## config.mk

```make
export PLATFORM = sky130hd
export DESIGN_NAME = cpuhandler_top
export DESIGN_NICKNAME = d
export VERILOG_FILES = /design/src/cpuhandler_pkg.sv /design/src/cpu_bus_if.sv /design/src/acc_cpu.sv /design/src/bus_byte_serializer.sv /design/src/cpuhandler_top.sv
export VERILOG_INCLUDE_DIRS = /design/src /design/src/src
export SDC_FILE = /design/constraint.sdc
export NUM_CORES = 1
export LEC_CHECK = 0
export ABC_AREA = 1
export BUFFER_PORTS_ARGS = -buffer_cell sky130_fd_sc_hd__buf_2
export CAP_MARGIN = 10
export CORE_MARGIN = 4
export CORE_UTILIZATION = 30
export CTS_BUF_LIST = sky130_fd_sc_hd__clkbuf_8
export CTS_CLUSTER_SIZE = 20
export DETAILED_ROUTE_END_ITERATION = 10
export PLACE_DENSITY = 0.56
export SKIP_LAST_GASP = 1
export SLEW_MARGIN = 20
export SYNTH_ARGS = -nofsm -noshare
export SYNTH_HDL_FRONTEND = slang
export SYNTH_SLANG_ARGS = --single-unit
```

## constraint.sdc

```tcl
create_clock -name clk -period 2.3 [get_ports clk]
set_clock_uncertainty 0.2 [all_clocks]
set_input_delay 0.345 -clock clk [delete_from_list [all_inputs] [get_ports clk]]
set_output_delay 0.345 -clock clk [all_outputs]
set_load 0.01 [all_outputs]
```

## src/cpuhandler_settings.svh

```systemverilog
// Frame and word sizes are fixed for the serializer and CPU and must not change independently
`ifndef CPUHANDLER_SETTINGS_SVH
`define CPUHANDLER_SETTINGS_SVH

// Clock phases in one bus frame
// Phase 0 is the CPU step and the counter wraps after the last phase
`define CH_FRAME_PHASES 10

// Bytes in one bus word
// Address and write data go out in phases 1 to CH_WORD_BYTES
// The write flag follows in phase CH_WORD_BYTES + 1
// Read data is sampled in the CH_WORD_BYTES phases after that
// The frame length must equal 2 * CH_WORD_BYTES + 2
`define CH_WORD_BYTES 4

// Program counter increment per instruction
`define CH_INSTR_BYTES `CH_WORD_BYTES

`endif

```

## src/cpuhandler_pkg.sv

```systemverilog
// Types shared by the CPU and the byte serializer; the instruction format is fixed at 4+28 bits
package cpuhandler_pkg;

  // One bus word, used for addresses, data and the accumulator
  typedef logic [31:0] word_t;

  // Instruction opcode taken from bits 31..28 of a fetched word
  // Values 5 to 15 are not listed and decode as NOP
  typedef enum logic [3:0] {
    OP_NOP   = 4'd0,  // No operation
    OP_LDI   = 4'd1,  // Load immediate
    OP_ADDI  = 4'd2,  // Add immediate, wraps modulo 2^32
    OP_STORE = 4'd3,  // Write accumulator in the next frame
    OP_JMP   = 4'd4   // Jump to immediate
  } opcode_t;

  // Frame phase number, 0 to 9
  typedef logic [3:0] phase_t;

  // Opcode field position in an instruction word
  localparam int OPCODE_LSB = 28;

  // Zero-extended immediate from bits 27..0
  function automatic word_t imm_of(input word_t instr);
    word_t imm;
    imm = {4'b0000, instr[OPCODE_LSB-1:0]};
    return imm;
  endfunction

  // Opcode field of a fetched instruction
  function automatic opcode_t opcode_of(input word_t instr);
    opcode_t op;
    op = opcode_t'(instr[31:OPCODE_LSB]);
    return op;
  endfunction

endpackage

```

## src/cpu_bus_if.sv

```systemverilog
// CPU bus request and read data; the request must stay steady for a whole frame between steps
`timescale 1ns/1ps

interface cpu_bus_if;

  cpuhandler_pkg::word_t addr;   // Fetch or store address
  cpuhandler_pkg::word_t wdata;  // Store data, tracks the accumulator
  logic                  we;     // Set for a write frame
  cpuhandler_pkg::word_t rdata;  // Word assembled from the pins
  logic                  step;   // One-cycle pulse at phase 0

  // CPU side issues the request and consumes the returned word
  modport cpu (
    output addr,
    output wdata,
    output we,
    input  rdata,
    input  step
  );

  // Serializer side moves the request onto the pins
  modport serializer (
    input  addr,
    input  wdata,
    input  we,
    output rdata,
    output step
  );

endinterface

```

## src/acc_cpu.sv

```systemverilog
// Accumulator CPU stepping once per frame; no wait states, rdata must be valid at every step
`timescale 1ns/1ps
`include "cpuhandler_settings.svh"

module acc_cpu (
  input  logic      clk,
  input  logic      rst_n,
  cpu_bus_if.cpu    bus
);

  cpuhandler_pkg::word_t   pc;        // Program counter
  cpuhandler_pkg::word_t   acc;       // Accumulator
  cpuhandler_pkg::word_t   addr_q;    // Registered request address
  cpuhandler_pkg::word_t   wdata_q;   // Registered store data
  logic                    store_q;   // Pending store, current frame is a write

  cpuhandler_pkg::word_t   pc_next;
  cpuhandler_pkg::word_t   acc_next;
  cpuhandler_pkg::word_t   addr_next;
  logic                    store_next;

  cpuhandler_pkg::opcode_t op;
  cpuhandler_pkg::word_t   imm;
  cpuhandler_pkg::word_t   pc_inc;

  assign op     = cpuhandler_pkg::opcode_of(bus.rdata);
  assign imm    = cpuhandler_pkg::imm_of(bus.rdata);
  assign pc_inc = pc + cpuhandler_pkg::word_t'(`CH_INSTR_BYTES);

  // Next state for one step
  // A write frame carries no instruction, so rdata is ignored after it
  always_comb begin
    pc_next    = pc;
    acc_next   = acc;
    addr_next  = pc;      // Default request is a fetch at pc
    store_next = 1'b0;

    if (!store_q) begin
      pc_next   = pc_inc;
      addr_next = pc_inc;
      case (op)
        cpuhandler_pkg::OP_LDI: begin
          acc_next = imm;
        end
        cpuhandler_pkg::OP_ADDI: begin
          acc_next = acc + imm;  // Wraps modulo 2^32
        end
        cpuhandler_pkg::OP_STORE: begin
          addr_next  = imm;      // Write frame at the immediate address
          store_next = 1'b1;
        end
        cpuhandler_pkg::OP_JMP: begin
          pc_next   = imm;
          addr_next = imm;
        end
        default: begin
          // NOP and unused opcodes only advance pc
        end
      endcase
    end
  end

  // Architectural state, updated only on the phase-0 step
  always_ff @(posedge clk) begin
    if (!rst_n) begin
      pc      <= '0;
      acc     <= '0;
      addr_q  <= '0;   // First request is a fetch at 0
      wdata_q <= '0;
      store_q <= 1'b0;
    end else if (bus.step) begin
      pc      <= pc_next;
      acc     <= acc_next;
      addr_q  <= addr_next;
      wdata_q <= acc_next;  // Equals acc on a store, since STORE keeps acc
      store_q <= store_next;
    end
  end

  // Request held for the whole frame
  assign bus.addr  = addr_q;
  assign bus.wdata = wdata_q;
  assign bus.we    = store_q;

endmodule

```

## src/bus_byte_serializer.sv

```systemverilog
// Byte-wide frame serializer; the external side must answer within phases 6 to 9 of each frame
`timescale 1ns/1ps
`include "cpuhandler_settings.svh"

module bus_byte_serializer (
  input  logic             clk,
  input  logic             rst_n,
  cpu_bus_if.serializer    bus,
  input  logic [7:0]       uio_in,
  output logic [7:0]       uo_out,
  output logic [7:0]       uio_out,
  output logic [7:0]       uio_oe
);

  localparam int IDX_W = $clog2(`CH_WORD_BYTES);

  // Phase map derived from the word size
  localparam cpuhandler_pkg::phase_t FIRST_PHASE =
    cpuhandler_pkg::phase_t'(1);
  localparam cpuhandler_pkg::phase_t LAST_PHASE =
    cpuhandler_pkg::phase_t'(`CH_FRAME_PHASES - 1);
  localparam cpuhandler_pkg::phase_t ADDR_LAST =
    cpuhandler_pkg::phase_t'(`CH_WORD_BYTES);
  localparam cpuhandler_pkg::phase_t FLAG_PHASE =
    cpuhandler_pkg::phase_t'(`CH_WORD_BYTES + 1);
  localparam cpuhandler_pkg::phase_t RD_FIRST =
    cpuhandler_pkg::phase_t'(`CH_WORD_BYTES + 2);

  cpuhandler_pkg::phase_t phase;       // Current frame phase
  logic                   addr_phase;  // Address and write-data bytes go out
  logic                   rd_phase;    // A read byte is sampled
  logic [IDX_W-1:0]       wr_idx;      // Outgoing byte index, LSB first
  logic [IDX_W-1:0]       rd_idx;      // Incoming byte index, LSB first

  assign addr_phase = (phase >= FIRST_PHASE) && (phase <= ADDR_LAST);
  assign rd_phase   = (phase >= RD_FIRST) && (phase <= LAST_PHASE);
  assign wr_idx     = IDX_W'(phase - FIRST_PHASE);
  assign rd_idx     = IDX_W'(phase - RD_FIRST);

  // CPU updates while the counter holds phase 0
  assign bus.step = (phase == '0);

  // Pins are driven only during a write frame
  assign uio_oe = {8{bus.we}};

  // Phase counter
  // Reset starts at phase 1, so the first frame has no phase 0 step
  always_ff @(posedge clk) begin
    if (!rst_n) begin
      phase <= FIRST_PHASE;
    end else if (phase == LAST_PHASE) begin
      phase <= '0;
    end else begin
      phase <= phase + cpuhandler_pkg::phase_t'(1);
    end
  end

  // Output byte registers
  always_ff @(posedge clk) begin
    if (!rst_n) begin
      uo_out  <= '0;
      uio_out <= '0;
    end else if (addr_phase) begin
      uo_out  <= bus.addr[8*wr_idx +: 8];
      uio_out <= bus.wdata[8*wr_idx +: 8];
    end else if (phase == FLAG_PHASE) begin
      uo_out  <= {7'b0000000, bus.we};  // Write flag in bit 0, uio_out holds
    end
  end

  // Read word assembly
  // Bytes land LSB first and the full word is stable at the next step
  always_ff @(posedge clk) begin
    if (rd_phase) begin
      bus.rdata[8*rd_idx +: 8] <= uio_in;
    end
  end

endmodule

```

## src/cpuhandler_top.sv

```systemverilog
// CPU with a 32-bit bus carried over 8-bit pins in a ten-phase frame; uio_in must be valid phases 6-9
`timescale 1ns/1ps

module cpuhandler_top (
  input  logic       clk,
  input  logic       rst_n,
  input  logic [7:0] uio_in,    // Read data bytes from the external memory
  output logic [7:0] uo_out,    // Address bytes, then the write flag
  output logic [7:0] uio_out,   // Write data bytes
  output logic [7:0] uio_oe     // All ones on a write frame
);

  // Request and read data between CPU and serializer
  cpu_bus_if bus ();

  // Accumulator CPU
  acc_cpu u_cpu (
    .clk   (clk),
    .rst_n (rst_n),
    .bus   (bus.cpu)
  );

  // Frame sequencer and pin drivers
  bus_byte_serializer u_serializer (
    .clk     (clk),
    .rst_n   (rst_n),
    .bus     (bus.serializer),
    .uio_in  (uio_in),
    .uo_out  (uo_out),
    .uio_out (uio_out),
    .uio_oe  (uio_oe)
  );

endmodule

```

* Word level (Yosys, flattened, before mapping)
Index checks and enable logic that the tools add are counted.
Storage, ports and cells: register bits 149, latch bits 0, bits in writable memories 0, memory bits (read-only) 0, output and inout bits 24, memories 0
Cells by class: $add $sub $neg 6, $mul 0, divide/modulo/power cells 0, $lt $le $gt $ge 4, equal/unequal tests 6, shifts and indexed selects 4, muxes and demuxes 10, bitwise gates (word level) 2, reduce and logical (&&, ||, !) cells 9
Operator list (count):
- two-way mux 32 bit | 3
- case mux 32 bit (2 select lines) | 1
- indexed part select 32 x 6 -> 8 bit | 2
- negation 5 -> 34 bit | 1
- variable shift 8 x 34 -> 32 bit, first input constant | 1
- indexed part select 8 x 34 -> 32 bit | 1
- adder 32 x 28 -> 32 bit | 1
- adder 32 x 3 -> 32 bit, second input constant | 1
- bitwise mux 32 bit | 1
- two-way mux 8 bit | 2
- equality test 4 x 2 -> 1 bit, second input constant | 2
- equality test 4 x 3 -> 1 bit, second input constant | 2
- adder 4 x 1 -> 4 bit, second input constant | 1
- equality test 4 x 1 -> 1 bit, second input constant | 1
- equality test 4 bit, second input constant | 1
- greater-or-equal comparator 4 x 1 -> 1 bit, second input constant | 1
- greater-or-equal comparator 4 x 3 -> 1 bit, second input constant | 1
- less-or-equal comparator 4 x 3 -> 1 bit, second input constant | 1
- less-or-equal comparator 4 bit, second input constant | 1
- logical NOT 4 bit | 1
- nonzero test 2 bit | 2
- OR reduction 2 bit | 2
- two-way mux 1 bit | 3
- AND reduction 3 bit | 1
- 5 further kinds | 7

* Depth between registers and ports, before layout
Gate-level depths: netlist of run 1.
depth in word-level cells 4, depth in mapped cells 14, gate-level depth less buffers 14

* Hierarchy
Synthesis of run 1 repeated with hierarchy kept, for this count alone.
Second synthesis, totals: cells, all modules 1502, area, all modules 9873.2 µm²
By module, submodules not included:
- acc_cpu | instances 1, cells each 1147, area an instance 7045.5 µm², seq. area each 1941.9 µm²
- bus_byte_serializer | instances 1, cells each 355, area an instance 2827.7 µm², seq. area each 1361.3 µm²

* Worst setup path before layout of run 1
Ideal clock, no wire load.
kind reg2reg, start reg u_serializer.phase[0], end reg u_cpu.addr_q[5], in the netlist u_cpu.bus.addr[5], arrival time 2.166 ns, setup slack -0.185 ns, cell stages (with the launch flop) 12, path buffers 3, clock period less this slack 2.485 ns, path through dfxtp_1 -> clkbuf_1 -> inv_1 -> clkbuf_1 -> ha_1 -> inv_1 -> nor3_4 -> nand2_4 -> clkbuf_1 -> nand2_1 -> o211ai_1 -> o221a_2
On the way: longest elaborated chain between the ends 1
RTL lines:
- from (decl) | RTL line bus_byte_serializer.sv:29 | cpuhandler_pkg::phase_t phase;
- from (signal assigned) | RTL line bus_byte_serializer.sv:54 | phase <= phase + cpuhandler_pkg::phase_t'(1);
- logical NOT 4 bit | RTL line bus_byte_serializer.sv:41 | assign bus.step = (phase == '0);
- to (signal assigned) | RTL line acc_cpu.sv:74 | addr_q <= addr_next;
- to (decl) | RTL line acc_cpu.sv:13 | cpuhandler_pkg::word_t addr_q;
Every way passes these cells. A chain may end at the register's enable or synchronous reset.

* Final worst setup path of run 1
start reg u_serializer.bus.rdata[7], end reg u_cpu.acc[17]
On the way: longest elaborated chain between the ends 2
RTL lines:
- from (decl) | RTL line cpu_bus_if.sv:26 | output rdata,
- from (signal, indexed assignment) | RTL line bus_byte_serializer.sv:75 | bus.rdata[8*rd_idx +: 8] <= uio_in;
- adder 32 x 28 -> 32 bit | RTL line acc_cpu.sv:46 | acc_next = acc + imm;
- case mux 32 bit (2 select lines) | RTL line acc_cpu.sv:41 | case (op)
- to (signal assigned) | RTL line acc_cpu.sv:73 | acc <= acc_next;
- to (decl) | RTL line acc_cpu.sv:12 | cpuhandler_pkg::word_t acc;
Every way passes these cells.

==> impl_metrics.tcl, run 1 <==
set metrics [dict create \
    vias 9905 \
    io-pin-count 34 \
    track_usage_pct 19.4 \
    post-synth-top-count-cell "nand2_1" \
    cpMostUsedCell "nand2_1" \
    placed_area_sq_um 10700 \
    yosysTopAreaCell "dfxtp_1" \
    rows 64 \
    cp_slowest_cell "edfxtp_1" \
    hp-class "in -> reg" \
    cp_cell_sequence "ha_4 -> nand2_1 -> nor2_1 -> buf_4 -> nand3_1 -> nand3_2 -> nand2_1 -> nand2_1 -> nand2_1 -> nand2_1 -> o21ai_1 -> a21oi_1" \
    cts.path.max_buffers 2 \
    crit_type "reg -> reg" \
    timing.final.crit_period_ns 2.20 \
    startpoint_type "register" \
    place_congestion 0.981 \
    grt_pass1_wl_mm 51.9 \
    ctsHoldBuffers 0 \
    vdd_drop_max_mv 0.288 \
    synth_top_cells_by_area "dfxtp_1 25%, nand2_1 16%, edfxtp_1 10%" \
    outcome "finished clean" \
    worstRegToRegCells 12 \
    ys_async_sr_fraction_pct 0 \
    reg2reg_slack_ns 0.1 \
    rsz0062_at_grt "yes" \
    synth_cells 1454 \
    synth-edff-count 32 \
    drc 0 \
    drtAntennaViolNets 0 \
    ys_seq_area_share_pct 34.8 \
    wire_per_inst_um 17.1 \
    start_util_pct 30.7 \
    hold_violations 0 \
    leakage_uw 0.00497 \
    worstHoldStart "uio_in[7]" \
    fmax_mhz 454 \
    drive_above_1_share_pct 16.2 \
    insertion_delay_ns 0.48 \
    syn_avg_cell_area_sq_um 6.53 \
    pwr_density_cell_nw_per_um2 536 \
    synth_commonest_cells "413 x nand2_1, 195 x nor2_1, 162 x inv_1" \
    gr-total-overflow 0 \
    die_x_um 186 \
    cp_num_buf_inv 1 \
    setup.worst_path.end_class "register" \
    layout.nets 1593 \
    maxCapViolCount 0 \
    synth_cell_type_count 43 \
    first_pass_iters 5 \
    synth_nets 1501 \
    antennaDiodeCount 0 \
    cts-buffers-inserted 17 \
    rr_endpoint "u_cpu.acc[17]$_SDFFE_PN0P_" \
    hold_depth 3 \
    finalInstanceArea_sq_um 11500 \
    ys_warn_count 0 \
    portBuffers 33 \
    synthFlopType "dfxtp_1" \
    fin_setup_tns_ns 0 \
    p_total_uw 6180 \
    syn_area_sq_um 9490 \
    cts.clk_slew.worst_paths_ns 0.11 \
    hold-path-endpoint "u_serializer.bus.rdata[7]$_DFFE_PP_" \
    worstPathMaxFanout 4 \
    via_per_inst 5.07 \
    routed_wl_mm 33.5 \
    htreeDepth 4 \
    slowest_delay_ns 0.48 \
    hold_ws_ns 0.0238 \
    synth.top_cell.area_share_pct 24.7 \
    cts_sinks 149 \
    arrival_ns 2.39 \
    tightest_slew_ns 0.698 \
    area_delta_synth_final_pct 21.5 \
    dp_hpwl_mm 25.4 \
    critPathTopFamily "simple AND/OR/NAND/NOR gates" \
    period_share_pct 95.7 \
    core-area_sq_um 30900 \
    die-height_um 186 \
    grt_max_degree 60 \
    required_ns 2.49 \
    max_slew_margin_pct 53.0 \
    ys_ff_latch 149 \
    cts_tree "yes" \
    drt-initial-drc-count 955 \
    r2r_start "u_serializer.bus.rdata[7]$_DFFE_PP_" \
    grt_pass1_vias 9357 \
    die_area_sq_um 34600 \
    setup_violations 0 \
    cts_root_buffer "clkbuf_8" \
    slew_violations 0 \
    antenna_found_initial 1 \
]
## through the flow
| stage | util, % | instances | setup slack [ns] |
|---|---|---|---|
| after floorplan | - | 1454 | 0.0185 |
| after global placement | 34.6 | 1918 | -0.0696 |
| after detailed placement | 34.6 | 1918 | -0.0677 |
| after CTS | 35.9 | 1950 | 0.0135 |
| after global routing | 37.3 | 1955 | -0.0580 |
| final | 37.3 | 1955 | 0.0983 |
## tightest hold or removal path, cell delays in order
cell and delay (ns):
buf_2 0.09, inv_1 0.05, nor2_1 0.10
## how the worst max path moves through the flow
stage	start	to	slack [ns]	cells after the start
final	u_serializer.bus.rdata[7]$_DFFE_PP_	u_cpu.acc[17]$_SDFFE_PN0P_	0.1	12
after global routing	u_serializer.bus.rdata[15]$_DFFE_PP_	u_cpu.acc[25]$_SDFFE_PN0P_	-0.06	11
after CTS	u_serializer.bus.rdata[2]$_DFFE_PP_	u_cpu.acc[23]$_SDFFE_PN0P_	0.01	11
after detailed placement	u_serializer.bus.rdata[0]$_DFFE_PP_	u_cpu.acc[24]$_SDFFE_PN0P_	-0.07	12
after global placement	u_serializer.bus.rdata[0]$_DFFE_PP_	u_cpu.acc[12]$_SDFFE_PN0P_	-0.07	11
after floorplan	u_serializer.phase[0]$_SDFF_PN1_	u_cpu.acc[17]$_SDFFE_PN0P_	0.02	13
## layout make-up
cell class	instances	area (sq um)
clock buffer	17	234
fill	3349	19400
sequential	149	3310
multi-input combinational	1075	5730
inverter	165	623
timing repair buffer	138	1020
tap	396	495
clock inverter	15	134
## sequential cells by signal (all words and copies together) (netlist names)
signal                  cells
u_serializer.bus.rdata     32
u_cpu.acc                  32
u_serializer.uo_out         8
u_cpu.pc                   32
u_cpu.bus.addr             32
u_cpu.bus.we                1
u_serializer.phase          4
u_serializer.uio_out        8
## cell families (layout without fill, tap and decap cells)
| family | Yosys count | after routing | synth area share, % |
|---|---|---|---|
| compound gates | 290 | 290 | 17.0 |
| fa+ha+maj | 37 | 37 | 4.96 |
| simple gates | 709 | 709 | 30.0 |
| xor+xnor | 39 | 39 | 3.60 |
| buf+inv | 230 | 335 | 9.63 |
| flops | 149 | 149 | 34.8 |
## per-layer routing
metal  up-vias  GRT usage (%)  routed length, um
li1       4912              -                  -
met1      4599           27.5              15700
met5         -              0                  0
met2       346           30.8              15000
met4         0           5.04                601
met3        48           2.97               2150
## placed cells by master (no fill, tap or decap), drive strengths merged, types with 2 or more instances in the layout
master  netlist  final
a21boi        3      3
a21oi       119    119
a22oi         3      3
a31oi        30     30
a41oi         9      9
and2          2      2
buf          21    138
clkbuf       44     17
clkinv        1      5
dfxtp       117    117
edfxtp       32     32
ha           36     36
inv         164    175
nand2       414    414
nand3        62     62
nand3b        3      3
nand4        10     10
nor2        197    197
nor3         12     12
nor4          5      5
o211ai        9      9
o21a          2      2
o21ai        98     98
o21bai        4      4
o221ai        2      2
o22ai         7      7
or2           4      4
xnor2         6      6
xor2         33     33
## timing repair
action                     in CTS  in global routing
setup endpoints to repair      12                 44
gates cloned                    0                  0
resized for setup               6                 69
setup buffers                   0                  5
pin swaps                       0                 16
## report_power, final
group | internal [uW] | total, uW | leakage (uW) | switching (uW)
Clock | 799 | 2020 | 0.000194 | 1220
Combinational | 433 | 1220 | 0.00353 | 787
Sequential | 2820 | 2940 | 0.00125 | 118
Total | 4050 | 6180 | 0.00497 | 2130
No activity file was read; power rests on OpenSTA's default activity.
==> run 2: changes to the inputs <==
--- a/config.mk
+++ b/config.mk
@@ -15,6 +15,7 @@
 export CTS_CLUSTER_SIZE = 20
 export DETAILED_ROUTE_END_ITERATION = 10
 export PLACE_DENSITY = 0.56
+export RECOVER_POWER = 25
 export SKIP_LAST_GASP = 1
 export SLEW_MARGIN = 20
 export SYNTH_ARGS = -nofsm -noshare
==> impl_metrics.tcl, run 2 (synthesized netlist as in run 1, its figures left out) <==
set metrics [dict create \
    io-pin-count 34 \
    arrival_ns 2.41 \
    fmax_mhz 450 \
    hp-class "in -> reg" \
    first_pass_iters 6 \
    slowest_delay_ns 0.48 \
    final_common_cell "nand2_1" \
    start_util_pct 30.7 \
    n_fill_cell 3356 \
    finalInstanceArea_sq_um 11500 \
    maxCapViolCount 0 \
    cp_cell_sequence "ha_4 -> nand2_1 -> nor2_1 -> buf_4 -> nand3_1 -> nand3_2 -> nand2_1 -> nand2_1 -> nand2_1 -> nand2_1 -> o21ai_1 -> a21oi_1" \
    die_x_um 186 \
    placed_area_sq_um 10700 \
    grt_max_degree 60 \
    fin_cells 1955 \
    layout.nets 1593 \
    max_slew_margin_pct 52.9 \
    ctsHoldBuffers 0 \
    cts_sinks 149 \
    setup.worst_path.end_class "register" \
    track_usage_pct 19.4 \
    core-area_sq_um 30900 \
    cts.clk_slew.worst_paths_ns 0.11 \
    cts-buffers-inserted 17 \
    gr-total-overflow 0 \
    drive_above_1_share_pct 14.8 \
    dp_hpwl_mm 25.4 \
    drt-initial-drc-count 980 \
    postLayoutCoreUtil_pct 37.2 \
    vdd_drop_max_mv 0.292 \
    vias 9918 \
    cts_root_buffer "clkbuf_8" \
    pwr_density_cell_nw_per_um2 537 \
    grt_pass1_vias 9357 \
    final_cell_mix "405 x nand2_1, 178 x nor2_1, 160 x inv_1, 117 x a21oi_1, 116 x dfxtp_1" \
    hold_violations 0 \
    slew_violations 0 \
    grt_pass1_wl_mm 51.9 \
    regArea_sq_um 3300 \
    crit_type "reg -> reg" \
    leakage_uw 0.00489 \
    antennaDiodeCount 0 \
    antenna_found_initial 1 \
    wire_per_inst_um 17.2 \
    routed_wl_mm 33.6 \
    multiInputGateArea_sq_um 5730 \
    rows 64 \
    drc 0 \
    rsz0062_at_grt "yes" \
    die-height_um 186 \
    die_area_sq_um 34600 \
    place_congestion 0.981 \
    timing.final.crit_period_ns 2.22 \
    startpoint_type "register" \
    drtAntennaViolNets 0 \
    cts_tree "yes" \
    placedCellCount 1918 \
    insertion_delay_ns 0.48 \
    cts.path.max_buffers 2 \
    portBuffers 33 \
    via_per_inst 5.07 \
    tightest_slew_ns 0.699 \
    area_delta_synth_final_pct 21.2 \
    period_share_pct 96.5 \
    setup_violations 0 \
    cp_slowest_cell "edfxtp_1" \
    required_ns 2.49 \
    htreeDepth 4 \
    worstPathMaxFanout 4 \
    outcome "finished clean" \
    cpMostUsedCell "nand2_1" \
]
## run 2: final timing paths
path,startpoint,end,slack (ns),cells after the start
worst max-delay path,u_serializer.bus.rdata[7]$_DFFE_PP_,u_cpu.acc[17]$_SDFFE_PN0P_,0.08,12
worst min-delay path,uio_in[7],u_serializer.bus.rdata[7]$_DFFE_PP_,0.02,3
worst max register to register,u_serializer.bus.rdata[7]$_DFFE_PP_,u_cpu.acc[17]$_SDFFE_PN0P_,0.08,12
worst min register to register,u_serializer.uo_out[3]$_SDFFE_PN0P_,u_serializer.uo_out[3]$_SDFFE_PN0P_,0.27,2
## run 2: what timing repair did
item	CTS	global route
setup endpoints to repair	12	44
setup buffers	0	5
pin swaps	0	16
gates resized for setup	6	69
## run 2: cell type report
class,count,share of cell area [%]
Sequential cell,149,28.7
Clock inverter,15,1.16
Inverter,165,5.41
Timing Repair Buffer,138,8.60
Tap cell,396,4.31
Multi-Input combinational cell,1075,49.8
Clock buffer,17,2.03
## run 2: layer usage
metal | global-route usage [%] | up-vias | routed length, um
li1 | - | 4913 | -
met1 | 27.5 | 4615 | 15900
met2 | 30.8 | 339 | 14900
met3 | 2.97 | 51 | 2010
met4 | 5.04 | 0 | 711
met5 | 0 | - | 0
## run 2: critical path, delay by kind of cell, from the launching register on
family / cells / cell delay (ns)
AND/OR/NAND/NOR: 8 / 0.76
AO/OA/AOI/OAI: 2 / 0.22
adder cells (fa/ha/maj): 1 / 0.34
buffers and inverters: 1 / 0.13
flip-flops: 1 / 0.48
## run 2: per-stage QoR
| stage | hold WS (ns) | TNS [ns] | total power, uW | setup slack (ns) |
|---|---|---|---|---|
| after floorplan | 0.237 | 0 | 3660 | 0.0185 |
| after CTS | 0.00545 | 0 | 6170 | 0.0135 |
| after detailed placement | 0.249 | -0.179 | 4170 | -0.0677 |
| final | 0.0208 | 0 | 6180 | 0.0799 |
| after global routing | 0.0291 | -0.179 | 6450 | -0.0580 |
| after global placement | 0.248 | -0.129 | 4170 | -0.0696 |
## run 2: power by group
| group | switching, uW | total (uW) | internal [uW] |
|---|---|---|---|
| clock | 1230 | 2020 | 799 |
| combinational | 791 | 1210 | 420 |
| sequential | 119 | 2940 | 2820 |
==> run 3: changes to the inputs <==
--- a/config.mk
+++ b/config.mk
@@ -20,4 +20,5 @@
 export SLEW_MARGIN = 20
 export SYNTH_ARGS = -nofsm -noshare
 export SYNTH_HDL_FRONTEND = slang
+export SYNTH_HIERARCHICAL = 1
 export SYNTH_SLANG_ARGS = --single-unit
==> impl_metrics.tcl, run 3 <==
set metrics [dict create \
    outcome "finished clean" \
    hp-class "in -> reg" \
    hold-path-endpoint "u_serializer/bus.rdata[22]$_DFFE_PP_" \
    synth_nets 1549 \
    ys_ff_latch 149 \
    ys_async_sr_fraction_pct 0 \
    synth_cell_type_count 55 \
    layout.nets 1670 \
    gr-total-overflow 0 \
    leakage_uw 0.00531 \
    synth_top_cells_by_area "dfxtp_1 24%, nand2_1 15%, edfxtp_1 9.7%" \
    hold_ws_ns 0.0715 \
    cts.path.max_buffers 2 \
    p_sw_uw 2230 \
    cp_cell_sequence "inv_6 -> ha_4 -> nor3b_4 -> inv_2 -> nor2_8 -> nand4_4 -> clkinv_4 -> nand2_2 -> clkinv_4 -> a22oi_1 -> a21oi_1" \
    syn_area_sq_um 9870 \
    required_ns 2.45 \
    startpoint_type "register" \
    routed_wl_mm 36.7 \
    vdd_drop_max_mv 0.386 \
    post-synth-top-count-cell "nand2_1" \
    p_total_uw 6660 \
    drt-initial-drc-count 1013 \
    rsz0062_at_grt "yes" \
    wire_per_inst_um 17.6 \
    final_common_cell "nand2_1" \
    reg2reg_slack_ns 0.02 \
    timing.final.crit_period_ns 2.28 \
    grt_max_degree 48 \
    pwr-share-comb_pct 21.0 \
    htreeDepth 4 \
    seq_power_share_pct 43.7 \
    maxCapViolCount 0 \
    portBuffers 33 \
    via_per_inst 5.07 \
    first_pass_iters 5 \
    synth_commonest_cells "403 x nand2_1, 197 x nor2_1, 185 x inv_1" \
    area_delta_synth_final_pct 25.7 \
    grt_pass1_wl_mm 53.9 \
    swShare_pct 33.4 \
    synth.top_cell.area_share_pct 23.7 \
    fin_setup_tns_ns 0 \
    dp_hpwl_mm 26.4 \
    synthFlopType "dfxtp_1" \
    intPower_uw 4440 \
    clkPwrFrac_pct 35.2 \
    grt_pass1_vias 9705 \
    rr_endpoint "u_cpu/bus.wdata[15]$_SDFFE_PN0P_" \
    setup.worst_path.end_class "register" \
    hold_violations 0 \
    track_usage_pct 19.2 \
    worstHoldStart "uio_in[6]" \
    fmax_mhz 438 \
    place_congestion 0.903 \
    arrival_ns 2.43 \
    worstRegToRegCells 11 \
    antenna_found_initial 0 \
    drtAntennaViolNets 0 \
    yosysTopAreaCell "dfxtp_1" \
    core-area_sq_um 32500 \
    die-height_um 189 \
    critPathTopFamily "simple AND/OR/NAND/NOR gates" \
    die_x_um 189 \
    max_slew_margin_pct 56.9 \
    cp_slowest_cell "dfxtp_1" \
    drive_above_1_share_pct 18.7 \
    period_share_pct 99.3 \
    cpMostUsedCell "clkinv_4" \
    rows 66 \
    cts_tree "yes" \
    insertion_delay_ns 0.47 \
    worstPathMaxFanout 13 \
    start_util_pct 30.3 \
    hold_depth 3 \
    cts-buffers-inserted 17 \
    n_fill_cell 3490 \
    setup_violations 0 \
    tightest_slew_ns 0.639 \
    antennaDiodeCount 0 \
    cts_sinks 149 \
    slew_violations 0 \
    ctsHoldBuffers 0 \
    ys_seq_area_share_pct 33.5 \
    syn_avg_cell_area_sq_um 6.57 \
    cts.clk_slew.worst_paths_ns 0.10 \
    slowest_delay_ns 0.44 \
    r2r_start "u_serializer/phase[0]$_SDFF_PN1_" \
    ys_warn_count 6 \
    io-pin-count 34 \
    die_area_sq_um 35900 \
    synth-edff-count 32 \
    cp_num_buf_inv 4 \
    cts_root_buffer "clkbuf_8" \
    final_cell_mix "388 x nand2_1, 185 x inv_1, 175 x nor2_1, 117 x dfxtp_1, 110 x buf_4" \
    vias 10500 \
    synth_cells 1502 \
    drc 0 \
    pwr_density_cell_nw_per_um2 537 \
    crit_type "reg -> reg" \
]
[run 3: cell types whose count changed after synthesis, moves of 19 or more]
cell / change
clkbuf_1: -21
nor3_1: +20
inv_1: +23
nand4_1: +19
nand3_1: +19
o21ai_0: -30
[run 3: timing repair]
| action | 4_1_cts | 5_1_grt |
|---|---|---|
| resized for setup | 11 | 107 |
| gates cloned | 0 | 6 |
| pin swaps | 0 | 18 |
| setup endpoints to repair | 18 | 67 |
| buffers inserted | 0 | 21 |
| endpoints found under the hold margin | 0 | 0 |
[run 3: power by group through the flow]
stage,clock (uW),combinational (uW),sequential (uW)
after floorplan,0,796,2970
after global placement,0,1270,2960
after detailed placement,0,1280,2960
after CTS,2380,1280,2910
after global routing,2500,1520,2930
final,2350,1400,2920
[run 3: final cells by class]
type,count,area [sq um],area share [%]
clock inverters,15,211,1.70
repair buffers,163,1310,10.5
inverters,197,761,6.13
well taps,442,553,4.45
multi-input cells,1094,6040,48.6
clock buffers,17,234,1.88
flip-flops and latches,149,3300,26.6
repair inverters,1,5.00,0.0403
[run 3: kinds of logic after synthesis]
group                    after synthesis  share of synthesized area, %
buffers and inverters                259                          10.9
XOR/XNOR                              26                          2.31
AND/OR/NAND/NOR                      777                          33.7
AO/OA/AOI/OAI                        254                          14.8
adder cells (fa/ha/maj)               37                          4.76
flip-flops                           149                          33.5
[run 3: how the worst max path moves through the flow]
stage | cells past startpoint | slack, ns | end | from
6_report | 11 | 0.02 | u_cpu/bus.wdata[15]$_SDFFE_PN0P_ | u_serializer/phase[0]$_SDFF_PN1_
5_1_grt | 11 | -0.07 | u_cpu/bus.wdata[30]$_SDFFE_PN0P_ | u_serializer/bus.rdata[16]$_DFFE_PP_
4_1_cts | 11 | -0.02 | u_cpu/bus.wdata[25]$_SDFFE_PN0P_ | u_serializer/bus.rdata[22]$_DFFE_PP_
3_5_place_dp | 11 | -0.06 | u_cpu/bus.wdata[15]$_SDFFE_PN0P_ | u_serializer/phase[1]$_SDFF_PP0_
3_3_place_gp | 10 | -0.05 | u_cpu/bus.wdata[22]$_SDFFE_PN0P_ | u_serializer/bus.rdata[19]$_DFFE_PP_
2_1_floorplan | 13 | 0.005 | u_cpu/bus.wdata[7]$_SDFFE_PN0P_ | u_serializer/phase[0]$_SDFF_PN1_
[run 3: routing by layer]
metal  vias up  GRT usage (%)  wire length (um)
li1       5127              -                 -
met1      4954           26.1             16300
met2       412           31.3             16900
met3        43           3.83              2760
met4         0           5.23               758
met5         -              0                 0
[run 3: per-stage QoR]
step	area (sq um)	worst slack, ns	util [%]	std cells
2_1_floorplan	9930	0.00469	-	1502
3_3_place_gp	11100	-0.0511	34.3	2019
3_5_place_dp	11100	-0.0585	34.3	2019
4_1_cts	11600	-0.0150	35.7	2051
5_1_grt	12400	-0.0718	38.2	2078
6_report	12400	0.0168	38.2	2078
[run 3: worst reg2reg max path: cells and delay by family (launching register included)]
kind / cells / cell delay (ns)
flops: 1 / 0.44
buf+inv: 4 / 0.45
compound gates: 2 / 0.42
simple gates: 4 / 0.50
fa+ha+maj: 1 / 0.17
